$ cat config.mk
export PLATFORM = sky130hd
export DESIGN_NAME = exec_cluster
export DESIGN_NICKNAME = d
export VERILOG_FILES = /design/src/hw/exec_pkg.sv /design/src/hw/fu_result_if.sv /design/src/hw/cdb_arbiter.sv /design/src/hw/exec_cluster.sv /design/src/hw/logic_unit.sv /design/src/hw/shift_control.sv /design/src/hw/shift_count.sv /design/src/hw/shift_datapath.sv
export SDC_FILE = /design/constraint.sdc
export NUM_CORES = 1
export LEC_CHECK = 0
export BUFFER_PORTS_ARGS = -buffer_cell sky130_fd_sc_hd__buf_2
export CORE_ASPECT_RATIO = 0.5
export CORE_UTILIZATION = 25
export DETAILED_ROUTE_END_ITERATION = 8
export MAX_ROUTING_LAYER = met4
export PLACE_DENSITY = 0.41
export SETUP_SLACK_MARGIN = 0.05
export SLEW_MARGIN = 0
export SYNTH_ARGS = -nofsm -noshare
export SYNTH_HDL_FRONTEND = slang
export SYNTH_SLANG_ARGS = --single-unit
$ cat constraint.sdc
create_clock -name clk -period 6.1 [get_ports clk]
set_input_delay 0.61 -clock clk [delete_from_list [all_inputs] [get_ports clk]]
set_output_delay 0.61 -clock clk [all_outputs]
set_load 0.05 [all_outputs]
$ cat src/hw/exec_pkg.sv
/*
 * Execute cluster shared definitions.
 * Operation codes for both functional units and default widths.
 */

`default_nettype none

package exec_pkg;

  // operand and reorder-buffer tag widths
  localparam int DEFAULT_DATA_WIDTH = 32;
  localparam int DEFAULT_ROB_BITS = 4;

  // operation codes, logic unit first, then shifts
  typedef enum logic [3:0] {
    OP_ADD = 4'd0,
    OP_SUB = 4'd1,
    OP_AND = 4'd2,
    OP_OR  = 4'd3,
    OP_XOR = 4'd4,
    OP_SLL = 4'd5,
    OP_SRL = 4'd6,
    OP_SRA = 4'd7
  } alu_op_t;

endpackage

`default_nettype wire

$ cat src/hw/fu_result_if.sv
/*
 * Functional unit result path.
 * A unit holds valid, tag and value until the arbiter returns yumi.
 */

`timescale 1ns/100ps
`default_nettype none

interface fu_result_if #(
  parameter int DATA_WIDTH = exec_pkg::DEFAULT_DATA_WIDTH,
  parameter int ROB_BITS = exec_pkg::DEFAULT_ROB_BITS
);

  logic                  valid;
  logic [ROB_BITS-1:0]   rob_entry;
  logic [DATA_WIDTH-1:0] result;
  // one-cycle take pulse from the arbiter
  logic                  yumi;

  modport unit (output valid, output rob_entry, output result, input yumi);

  modport arbiter (input valid, input rob_entry, input result, output yumi);

endinterface

`default_nettype wire

$ cat src/hw/cdb_arbiter.sv
/*
 * Common data bus arbiter.
 * One result per cycle, alternating priority when both units request.
 */

`timescale 1ns/100ps
`default_nettype none

module cdb_arbiter #(
  parameter int DATA_WIDTH = exec_pkg::DEFAULT_DATA_WIDTH,
  parameter int ROB_BITS = exec_pkg::DEFAULT_ROB_BITS
) (
  input  logic                  clk,
  input  logic                  reset,
  fu_result_if.arbiter          shift_res,
  fu_result_if.arbiter          logic_res,
  output logic                  cdb_valid,
  output logic [ROB_BITS-1:0]   cdb_rob_entry,
  output logic [DATA_WIDTH-1:0] cdb_result
);

  logic last_was_shift;
  logic grant_shift;
  logic grant_logic;
  logic contention;

  assign contention = shift_res.valid && logic_res.valid;

  // shift wins unless it also won the last contended cycle
  assign grant_shift = shift_res.valid && (!logic_res.valid || !last_was_shift);
  assign grant_logic = logic_res.valid && !grant_shift;

  assign shift_res.yumi = grant_shift;
  assign logic_res.yumi = grant_logic;

  always_ff @(posedge clk) begin
    if (reset) begin
      last_was_shift <= 1'b0;
    end else if (contention) begin
      last_was_shift <= grant_shift;
    end
  end

  // bus driven straight from the winner, no added latency
  assign cdb_valid = grant_shift || grant_logic;
  assign cdb_rob_entry = grant_shift ? shift_res.rob_entry : logic_res.rob_entry;
  assign cdb_result = grant_shift ? shift_res.result : logic_res.result;

endmodule

`default_nettype wire

$ cat src/hw/exec_cluster.sv
/*
 * Execute cluster top level.
 * Iterative shift unit, single-cycle logic unit and the bus arbiter.
 */

`timescale 1ns/100ps
`default_nettype none

module exec_cluster #(
  parameter int DATA_WIDTH = exec_pkg::DEFAULT_DATA_WIDTH,
  parameter int ROB_BITS = exec_pkg::DEFAULT_ROB_BITS,
  localparam int AMT_BITS = $clog2(DATA_WIDTH)
) (
  input  logic                  clk,
  input  logic                  reset,
  input  logic                  shift_valid,
  input  exec_pkg::alu_op_t     shift_op,
  input  logic [DATA_WIDTH-1:0] shift_a,
  input  logic [DATA_WIDTH-1:0] shift_b,
  input  logic [ROB_BITS-1:0]   shift_rob,
  output logic                  shift_ready,
  input  logic                  alu_valid,
  input  exec_pkg::alu_op_t     alu_op,
  input  logic [DATA_WIDTH-1:0] alu_a,
  input  logic [DATA_WIDTH-1:0] alu_b,
  input  logic [ROB_BITS-1:0]   alu_rob,
  output logic                  alu_ready,
  output logic                  cdb_valid,
  output logic [ROB_BITS-1:0]   cdb_rob_entry,
  output logic [DATA_WIDTH-1:0] cdb_result
);

  logic                shift_load;
  logic                shift_shifting;
  logic                shift_done;
  logic                shift_step;
  logic                shift_count_last;
  logic [AMT_BITS-1:0] shift_amount;

  fu_result_if #(.DATA_WIDTH(DATA_WIDTH), .ROB_BITS(ROB_BITS)) shift_if ();
  fu_result_if #(.DATA_WIDTH(DATA_WIDTH), .ROB_BITS(ROB_BITS)) logic_if ();

  shift_control i_shift_control (
    .clk(clk), .reset(reset), .issue_valid(shift_valid),
    .count_last(shift_count_last), .yumi(shift_if.yumi),
    .load(shift_load), .shifting(shift_shifting), .done(shift_done),
    .ready(shift_ready)
  );

  shift_count #(.DATA_WIDTH(DATA_WIDTH)) i_shift_count (
    .clk(clk), .load(shift_load), .shifting(shift_shifting),
    .amount(shift_amount), .step(shift_step), .count_last(shift_count_last)
  );

  shift_datapath #(.DATA_WIDTH(DATA_WIDTH), .ROB_BITS(ROB_BITS)) i_shift_datapath (
    .clk(clk), .reset(reset), .load(shift_load), .step(shift_step),
    .done(shift_done), .op(shift_op), .a(shift_a), .b(shift_b),
    .rob(shift_rob), .amount(shift_amount), .res(shift_if.unit)
  );

  logic_unit #(.DATA_WIDTH(DATA_WIDTH), .ROB_BITS(ROB_BITS)) i_logic_unit (
    .clk(clk), .reset(reset), .issue_valid(alu_valid), .op(alu_op),
    .a(alu_a), .b(alu_b), .rob(alu_rob), .ready(alu_ready),
    .res(logic_if.unit)
  );

  cdb_arbiter #(.DATA_WIDTH(DATA_WIDTH), .ROB_BITS(ROB_BITS)) i_cdb_arbiter (
    .clk(clk), .reset(reset), .shift_res(shift_if.arbiter),
    .logic_res(logic_if.arbiter), .cdb_valid(cdb_valid),
    .cdb_rob_entry(cdb_rob_entry), .cdb_result(cdb_result)
  );

endmodule

`default_nettype wire

$ cat src/hw/logic_unit.sv
/*
 * Single-cycle logic unit.
 * Add, subtract and bitwise ops into a held result register.
 */

`timescale 1ns/100ps
`default_nettype none

module logic_unit #(
  parameter int DATA_WIDTH = exec_pkg::DEFAULT_DATA_WIDTH,
  parameter int ROB_BITS = exec_pkg::DEFAULT_ROB_BITS
) (
  input  logic                  clk,
  input  logic                  reset,
  input  logic                  issue_valid,
  input  exec_pkg::alu_op_t     op,
  input  logic [DATA_WIDTH-1:0] a,
  input  logic [DATA_WIDTH-1:0] b,
  input  logic [ROB_BITS-1:0]   rob,
  output logic                  ready,
  fu_result_if.unit             res
);

  import exec_pkg::*;

  logic                  valid_q;
  logic [ROB_BITS-1:0]   rob_q;
  logic [DATA_WIDTH-1:0] result_q;
  logic [DATA_WIDTH-1:0] result_d;
  logic                  accept;

  // free when empty or when the held result leaves this cycle
  assign ready = !valid_q || res.yumi;
  assign accept = issue_valid && ready;

  always_comb begin
    case (op)
      OP_ADD:  result_d = a + b;
      OP_SUB:  result_d = a - b;
      OP_AND:  result_d = a & b;
      OP_OR:   result_d = a | b;
      OP_XOR:  result_d = a ^ b;
      default: result_d = '0;
    endcase
  end

  always_ff @(posedge clk) begin
    if (reset) begin
      valid_q <= 1'b0;
    end else if (accept) begin
      valid_q <= 1'b1;
    end else if (res.yumi) begin
      valid_q <= 1'b0;
    end
  end

  always_ff @(posedge clk) begin
    if (accept) begin
      rob_q <= rob;
      result_q <= result_d;
    end
  end

  assign res.valid = valid_q;
  assign res.rob_entry = rob_q;
  assign res.result = result_q;

endmodule

`default_nettype wire

$ cat src/hw/shift_control.sv
/*
 * Shift unit sequencer.
 * Walks idle -> shift -> done and holds the result until it is taken.
 */

`timescale 1ns/100ps
`default_nettype none

module shift_control (
  input  logic clk,
  input  logic reset,
  input  logic issue_valid,
  input  logic count_last,
  input  logic yumi,
  output logic load,
  output logic shifting,
  output logic done,
  output logic ready
);

  typedef enum logic [1:0] {
    s_idle  = 2'b00,
    s_shift = 2'b10,
    s_done  = 2'b11
  } state_t;

  state_t state;
  state_t next_state;

  assign ready = (state == s_idle);
  // issue is only taken while idle
  assign load = ready & issue_valid;
  assign shifting = (state == s_shift);
  assign done = (state == s_done);

  always_ff @(posedge clk) begin
    if (reset) begin
      state <= s_idle;
    end else begin
      state <= next_state;
    end
  end

  always_comb begin
    next_state = state;
    case (state)
      s_idle:  if (issue_valid) next_state = s_shift;
      s_shift: if (count_last) next_state = s_done;
      s_done:  if (yumi) next_state = s_idle;
      default: next_state = s_idle;
    endcase
  end

endmodule

`default_nettype wire

$ cat src/hw/shift_count.sv
/*
 * Shift position counter.
 * Loads the shift amount and counts down once per shifting cycle.
 */

`timescale 1ns/100ps
`default_nettype none

module shift_count #(
  parameter int DATA_WIDTH = exec_pkg::DEFAULT_DATA_WIDTH,
  localparam int AMT_BITS = $clog2(DATA_WIDTH)
) (
  input  logic                clk,
  input  logic                load,
  input  logic                shifting,
  input  logic [AMT_BITS-1:0] amount,
  output logic                step,
  output logic                count_last
);

  logic [AMT_BITS-1:0] count;

  // a zero count still spends one cycle in shift, but never steps
  assign step = shifting && (count != '0);
  assign count_last = (count <= AMT_BITS'(1));

  always_ff @(posedge clk) begin
    if (load) begin
      count <= amount;
    end else if (step) begin
      count <= count - AMT_BITS'(1);
    end
  end

endmodule

`default_nettype wire

$ cat src/hw/shift_datapath.sv
/*
 * Shift unit datapath.
 * Holds the operand, tag and operation and moves the operand one bit per step.
 */

`timescale 1ns/100ps
`default_nettype none

module shift_datapath #(
  parameter int DATA_WIDTH = exec_pkg::DEFAULT_DATA_WIDTH,
  parameter int ROB_BITS = exec_pkg::DEFAULT_ROB_BITS,
  localparam int AMT_BITS = $clog2(DATA_WIDTH)
) (
  input  logic                  clk,
  input  logic                  reset,
  input  logic                  load,
  input  logic                  step,
  input  logic                  done,
  input  exec_pkg::alu_op_t     op,
  input  logic [DATA_WIDTH-1:0] a,
  input  logic [DATA_WIDTH-1:0] b,
  input  logic [ROB_BITS-1:0]   rob,
  output logic [AMT_BITS-1:0]   amount,
  fu_result_if.unit             res
);

  import exec_pkg::*;

  alu_op_t               op_q;
  logic [ROB_BITS-1:0]   rob_q;
  logic [DATA_WIDTH-1:0] value_q;

  // only the low bits of b count as shift amount
  assign amount = b[AMT_BITS-1:0];

  always_ff @(posedge clk) begin
    if (reset) begin
      op_q <= OP_SLL;
      rob_q <= '0;
    end else if (load) begin
      op_q <= op;
      rob_q <= rob;
    end
  end

  always_ff @(posedge clk) begin
    if (load) begin
      value_q <= a;
    end else if (step) begin
      case (op_q)
        OP_SLL:  value_q <= {value_q[DATA_WIDTH-2:0], 1'b0};
        OP_SRA:  value_q <= {value_q[DATA_WIDTH-1], value_q[DATA_WIDTH-1:1]};
        default: value_q <= {1'b0, value_q[DATA_WIDTH-1:1]};
      endcase
    end
  end

  assign res.valid = done;
  assign res.rob_entry = rob_q;
  assign res.result = value_q;

endmodule

`default_nettype wire

-- Yosys cells after proc, flatten, opt, wreduce, memory -nomap -nowiden
Index checks and enable logic that the tools add are counted.
- add/subtract/negate cells: 3
- $lt $le $gt $ge: 1
- eq/ne operators: 12
- muxes and demuxes: 14
- bitwise gates (word level): 4
- reduce and logical (&&, ||, !) cells: 18
- operator list (operator ; number):
    32-bit one-hot mux with 5 select lines ; 1
    32-bit two-way mux ; 3
    32-bit one-hot mux with 2 select lines ; 1
    32-bit adder ; 1
    32-bit bitwise AND ; 1
    32-bit OR ; 1
    32-bit subtractor ; 1
    32-bit bitwise XOR ; 1
    4-bit by 3-bit == test with 1-bit output, second input constant ; 3
    5-bit two-way mux ; 2
    4-bit by 2-bit == test with 1-bit output, second input constant ; 2
    2-bit != test, second input constant ; 4
    2-bit two-way mux ; 3
    2-bit one-hot mux with 3 select lines ; 1
    5-bit by 1-bit <= comparator with 1-bit output, second input constant ; 1
    1-bit logical AND ; 5
    5-bit nonzero test ; 1
    5-bit by 1-bit subtractor with 5-bit output, second input constant ; 1
    2-bit == test, second input constant ; 2
    4-bit by 1-bit == test with 1-bit output, second input constant ; 1
    4-bit zero test ; 1
    4-bit two-way mux ; 1
    2-bit nonzero test ; 2
    1-bit zero test ; 3
    6 further kinds ; 9
- flip-flop bits (word level): 85
- output and inout bits: 39

-- Depth between registers and ports, before layout
- word-level depth: 8
- gate-level depth with buffers: 18
- depth with buffers taken out: 18

-- By module
From an unflattened synthesis, not the netlist that was laid out.
- cells, all modules: 884
- area total of the unflattened synthesis: 8368.0 um^2
- by module, submodules not included (module ; times used ; cells each ; area an instance (um^2) ; seq. area each (um^2)):
    logic_unit ; 1 ; 618 ; 5276.3 ; 1101.1
    shift_datapath ; 1 ; 175 ; 2011.9 ; 1121.1
    cdb_arbiter ; 1 ; 48 ; 656.9 ; 20.0
    shift_count ; 1 ; 30 ; 314.1 ; 150.1
    shift_control ; 1 ; 13 ; 108.9 ; 40.0

-- Worst setup path after synthesis
OpenSTA, ideal clock, no wires.
- kind: flip-flop to flip-flop
- from: reg i_shift_count.count[0]
- to: reg i_shift_datapath.value_q[31], in the netlist i_shift_datapath.res.result[31] (enable)
- library setup time: 300 ps
- data arrival time: 4026 ps
- required time: 5800 ps
- setup slack: 1774 ps
- stages on the path, launching flop included: 5
- buffers on the path: 0
- clock period less this slack: 4326 ps
- cells stage by stage: edfxtp_1 -> inv_1 -> ha_1 -> a311oi_1 -> o21a_1
- word-level cells in the longest chain between the ends: 4
- ends and longest elaborated chain (what ; RTL line ; RTL):
    start: declaration ; shift_count.sv:21 ; logic [AMT_BITS-1:0] count;
    start signal: assignment ; shift_count.sv:29 ; count <= amount;
    start signal: assignment ; shift_count.sv:31 ; count <= count - AMT_BITS'(1);
    5-bit nonzero test ; shift_count.sv:24 ; assign step = shifting && (count != '0);
    1-bit logical AND ; shift_count.sv:24 ;
    2-bit nonzero test (no source line) ; -- ;
    2-bit AND reduction (no source line) ; -- ;
    end signal: assignment ; shift_datapath.sv:51 ; OP_SLL: value_q <= {value_q[DATA_WIDTH-2:0], 1'b0};
    end signal: assignment ; shift_datapath.sv:52 ; OP_SRA: value_q <= {value_q[DATA_WIDTH-1], value_q[DATA_WIDTH-1:1]};
    end signal: assignment ; shift_datapath.sv:53 ; default: value_q <= {1'b0, value_q[DATA_WIDTH-1:1]};
    end: declaration ; shift_datapath.sv:31 ; logic [DATA_WIDTH-1:0] value_q;
No other way between the ends.
A chain may end at the register's enable or synchronous reset.

-- Worst setup path in the final report
- from: in alu_b[4]
- to: reg i_logic_unit.result_q[27], in the netlist i_logic_unit.res.result[27], data pin
- word-level cells in the longest chain between the ends: 2
- elaborated cells between the ends (all ways): 3
- those cells by class: add/sub (2); mux (1)
- ends and longest elaborated chain (what ; RTL line ; RTL):
    start: declaration ; exec_cluster.sv:25 ; input logic [DATA_WIDTH-1:0] alu_b,
    32-bit subtractor / 32-bit adder (equally long branches) ; logic_unit.sv:39, logic_unit.sv:38 ;
    32-bit one-hot mux with 5 select lines (*) ; logic_unit.sv:37 ; case (op)
    named net i_logic_unit.result_d[27] ; logic_unit.sv:29 ; logic [DATA_WIDTH-1:0] result_d;
    end signal: assignment ; logic_unit.sv:60 ; result_q <= result_d;
    end: declaration ; logic_unit.sv:28 ; logic [DATA_WIDTH-1:0] result_q;
The timed path passes the listed nets; every way through them passes the cells marked *.

==> results.py <==
metrics = {
    "yosys": {
        "syn-cell-area_um2": 7916,
        "post_synthesis_area_per_instance_um2": 9.184,
        "yosysWarningCount": 0,
        "synth_top_cell_area_share_pct": 27.69,
        "synthesized_netlist_net_count": 1110,
        "synth_seq_area_share_pct": 30.73,
        "yosys.cell_types.count": 66,
        "synth_async_sr_flop_share_pct": 0,
        "post_synth_main_area_contributors": "sky130_fd_sc_hd__edfxtp_1 28%, sky130_fd_sc_hd__ha_1 16%, sky130_fd_sc_hd__xnor2_1 5.3%",
        "number_of_synthesized_flops_with_an_enable_pin": 73,
        "post_synth_inst_count": 862,
        "synth.largest_area_cell": "sky130_fd_sc_hd__edfxtp_1",
        "synth_top_flop_cell": "sky130_fd_sc_hd__edfxtp_1",
        "ys_seq_elements": 85,
    },
    "clocking": {
        "cts_hold_buf": 0,
        "cts_max_path_buffers": 2,
        "cts.root.buffer_cell": "sky130_fd_sc_hd__clkbuf_16",
        "clock_edge_transition_at_the_registers_on_the_reported_setup_and_hold_paths_ns": 0.07,
        "clk-insertion-delay-late_ns": 0.34,
        "cts.repair_timing.setup_buffer_count": 0,
        "numClockSinks": 85,
        "cts-buffers-inserted": 9,
        "post_cts_resize_count": 0,
        "ctsHtreeMaxLevel": 3,
        "tritoncts": "done",
    },
    "grt": {
        "first_global_vias": 6836,
        "antenna_found_initial": 2,
        "grt_start_max_net_pins": 77,
        "grt_use_total_pct": 16.38,
        "grt_remaining_overflow": 0,
        "first_pass_grt_wire_length_um": 39530,
    },
    "worst_setup_path": {
        "critPathArrivalTime_ns": 4.27,
        "crit_required_ns": 6.13,
        "cpLargestDelayFamily": "compound AO/OA/AOI/OAI gates",
        "slowest_cell_on_crit_path": "sky130_fd_sc_hd__o41ai_1",
        "crit_chain": "buf_2 > nor4_2 > nand2_1 > nor2_1 > nand2_1 > o41ai_1 > xnor2_1 > ha_1 > and3_1 > o21ai_1 > o211ai_1 > a31oi_1 > o21ai_1 > a211o_1 > xnor2_1 > o221ai_1",
        "crit_path_start_kind": "primary input",
        "setup.worst_path.class": "primary input to flip-flop",
        "end_kind": "flip-flop",
        "path_buf_inv": 1,
        "worst_path_largest_cell_delay_ns": 0.43,
        "critPathMaxFanout": 8,
    },
    "timing": {
        "grt_setup_unrepaired": "false",
        "worst_pin_slew_ns": 1.038,
        "final-max-slew-violation-count": 0,
        "setup_clock_skew_after_layout_ns": 0.006162,
        "finalHoldViolCount": 0,
        "hold_ws_ns": 0.4450,
        "slew_hr_pct": 30.62,
        "final_period_minus_worst_setup_slack_ns": 4.236,
        "report.final.setup_viol": 0,
        "min_period_over_period_pct": 69.45,
        "totalNegativeSetupSlack_ns": 0,
        "fmax_mhz": 236.0,
    },
    "route": {
        "routedWlPerCell_um": 18.01,
        "drtIter0Drc": 362,
        "detailedRoute.firstPassIterationCount": 5,
        "drc": 0,
        "drtAntennaViolNets": 0,
        "route.final.wire_length_um": 25750,
        "post_drt_via_cell_ratio": 4.859,
        "route.vias.total": 6949,
    },
    "floorplanning": {
        "num_io_pins": 187,
        "die_outline_height_um": 127.8,
        "floorplan.die.width_um": 253.7,
        "num_rows": 45,
        "start_util_pct": 25.75,
        "core_um2": 30740,
        "die-area_um2": 32420,
    },
    "cells_and_area": {
        "most_common_library_cell_in_the_layout_ignoring_fill_and_taps": "sky130_fd_sc_hd__buf_2",
        "most-common-layout-cells": "159 x sky130_fd_sc_hd__buf_2, 99 x sky130_fd_sc_hd__ha_1, 92 x sky130_fd_sc_hd__nand2_1",
        "multi_input_area_um2": 5125,
        "finalNetCount": 1248,
        "flow.area_growth_from_synthesis_pct": 20.56,
        "post_route_cells_drive_above_1_share_pct": 24.08,
        "seqCellArea_um2": 2432,
        "n_fill_cell": 3325,
        "layout.core_utilization_pct": 31.05,
    },
    "pwr": {
        "seq_power_share_pct": 38.4,
        "max-vdd-ir-drop_uv": 109.6,
        "power.share.combinational_pct": 32.4,
        "final_total_pwr_w": 0.002057,
        "p_sw_share_pct": 34.23,
        "p_switching_w": 0.0007042,
        "clock_power_share_pct": 29.2,
        "leakagePower_nw": 4.290,
        "power.density_nw_per_um2": 215.6,
        "internal_power_w": 0.001353,
    },
    "hold_path": {
        "hold_path_class": "primary input to flip-flop",
    },
    "run": {
        "cap_violations": 0,
    },
    "placement": {
        "buffer_ports.inserted": 159,
        "post-dp-hpwl_um": 19700,
        "gpl.final_weighted_congestion": 0.8324,
    },
    "outcome": {
        "result_of_the_run": "completed",
    },
}
[per-layer routing]
metal,vias to the layer above,track usage (%),share of wire [%]
met3,11,1.685,3.3
met4,0,3.508,0.95
met5,-,-,0
li1,3425,-,-
met1,3408,22.40,49
met2,105,26.14,46
[logic make-up after synthesis]
group,share of synthesized area [%]
xor+xnor,6.654
simple gates,12.57
buf+inv,5.358
fa+ha+maj,15.90
compound gates,19.63
flops,30.73
mux,9.167
[worst reg2reg max path: stages, from the launching register on]
cell and delay (ns):
sky130_fd_sc_hd__dfxtp_1 0.59, sky130_fd_sc_hd__nor2_1 0.14, sky130_fd_sc_hd__a311oi_4 0.27, sky130_fd_sc_hd__buf_4 0.48, sky130_fd_sc_hd__o21a_1 0.24
[registers in the layout, summed over array words and instances (netlist names), 2 cells and up]
name                            flops
i_shift_control.state               2
i_logic_unit.res.result            32
i_shift_count.count                 5
i_shift_datapath.res.result        32
i_shift_datapath.op_q               4
i_shift_datapath.res.rob_entry      4
i_logic_unit.res.rob_entry          4
[synth_stat cells, types with 6 or more instances]
cell type and instances:
sky130_fd_sc_hd__nor2b_1 6, sky130_fd_sc_hd__inv_1 73, sky130_fd_sc_hd__mux2i_1 32, sky130_fd_sc_hd__o221ai_1 18
sky130_fd_sc_hd__o21ai_0 62, sky130_fd_sc_hd__a31oi_1 8, sky130_fd_sc_hd__xor2_1 9, sky130_fd_sc_hd__dfxtp_1 12
sky130_fd_sc_hd__a22oi_1 21, sky130_fd_sc_hd__nor3_1 8, sky130_fd_sc_hd__a21o_1 14, sky130_fd_sc_hd__a221oi_1 11
sky130_fd_sc_hd__clkbuf_1 36, sky130_fd_sc_hd__nand3_1 11, sky130_fd_sc_hd__nor2_1 44, sky130_fd_sc_hd__ha_1 99
sky130_fd_sc_hd__a21oi_1 38, sky130_fd_sc_hd__xnor2_1 48, sky130_fd_sc_hd__o21a_1 7, sky130_fd_sc_hd__nand2_1 92
sky130_fd_sc_hd__edfxtp_1 73, sky130_fd_sc_hd__nand4_1 6, sky130_fd_sc_hd__mux2_2 36, sky130_fd_sc_hd__o21ai_1 7
sky130_fd_sc_hd__and3_1 6
[cell type report]
class                   instances  share of cell area (%)
clock buffers                   9                   2.360
multi-input cells             664                   53.70
inverters                      73                   2.871
diodes                          2                 0.05244
well taps                     423                   5.545
repair buffers                167                   8.967
clock inverters                 7                   1.023
flip-flops and latches         85                   25.49
[worst paths after layout]
path,end,from,cells after the start,slack [ns]
setup / recovery,i_logic_unit.res.result[27]$_DFFE_PP_,alu_b[4],16,1.86
hold / removal,i_logic_unit.res.rob_entry[1]$_DFFE_PP_,alu_rob[1],1,0.44
setup reg to reg,i_shift_datapath.res.result[31]$_DFFE_PP_,i_shift_control.state[1]$_SDFFE_PP0P_,4,4.11
hold reg to reg,i_shift_datapath.res.rob_entry[2]$_SDFFE_PP0P_,i_shift_datapath.res.rob_entry[2]$_SDFFE_PP0P_,2,0.44
[through the flow]
| step | instances | area [um2] | setup slack, ns |
|---|---|---|---|
| 3_5_place_dp | 1412 | 9216 | 1.593 |
| 4_1_cts | 1428 | 9539 | 1.946 |
| 6_report | 1430 | 9544 | 1.864 |
| 3_3_place_gp | 1412 | 9216 | 1.591 |
| 2_1_floorplan | 862 | 7916 | 1.774 |
| 5_1_grt | 1430 | 9544 | 1.703 |
[power groups by stage]
| stage | Clock [W] | Combinational, W | Sequential (W) |
|---|---|---|---|
| 6_report | 0.000600 | 0.000667 | 0.000790 |
| 3_3_place_gp | 0 | 0.000662 | 0.000801 |
| 2_1_floorplan | 0 | 0.000470 | 0.000774 |
| 5_1_grt | 0.000642 | 0.000741 | 0.000799 |
| 4_1_cts | 0.000620 | 0.000673 | 0.000790 |
| 3_5_place_dp | 0 | 0.000670 | 0.000802 |
(Power assumes the default switching activity.)
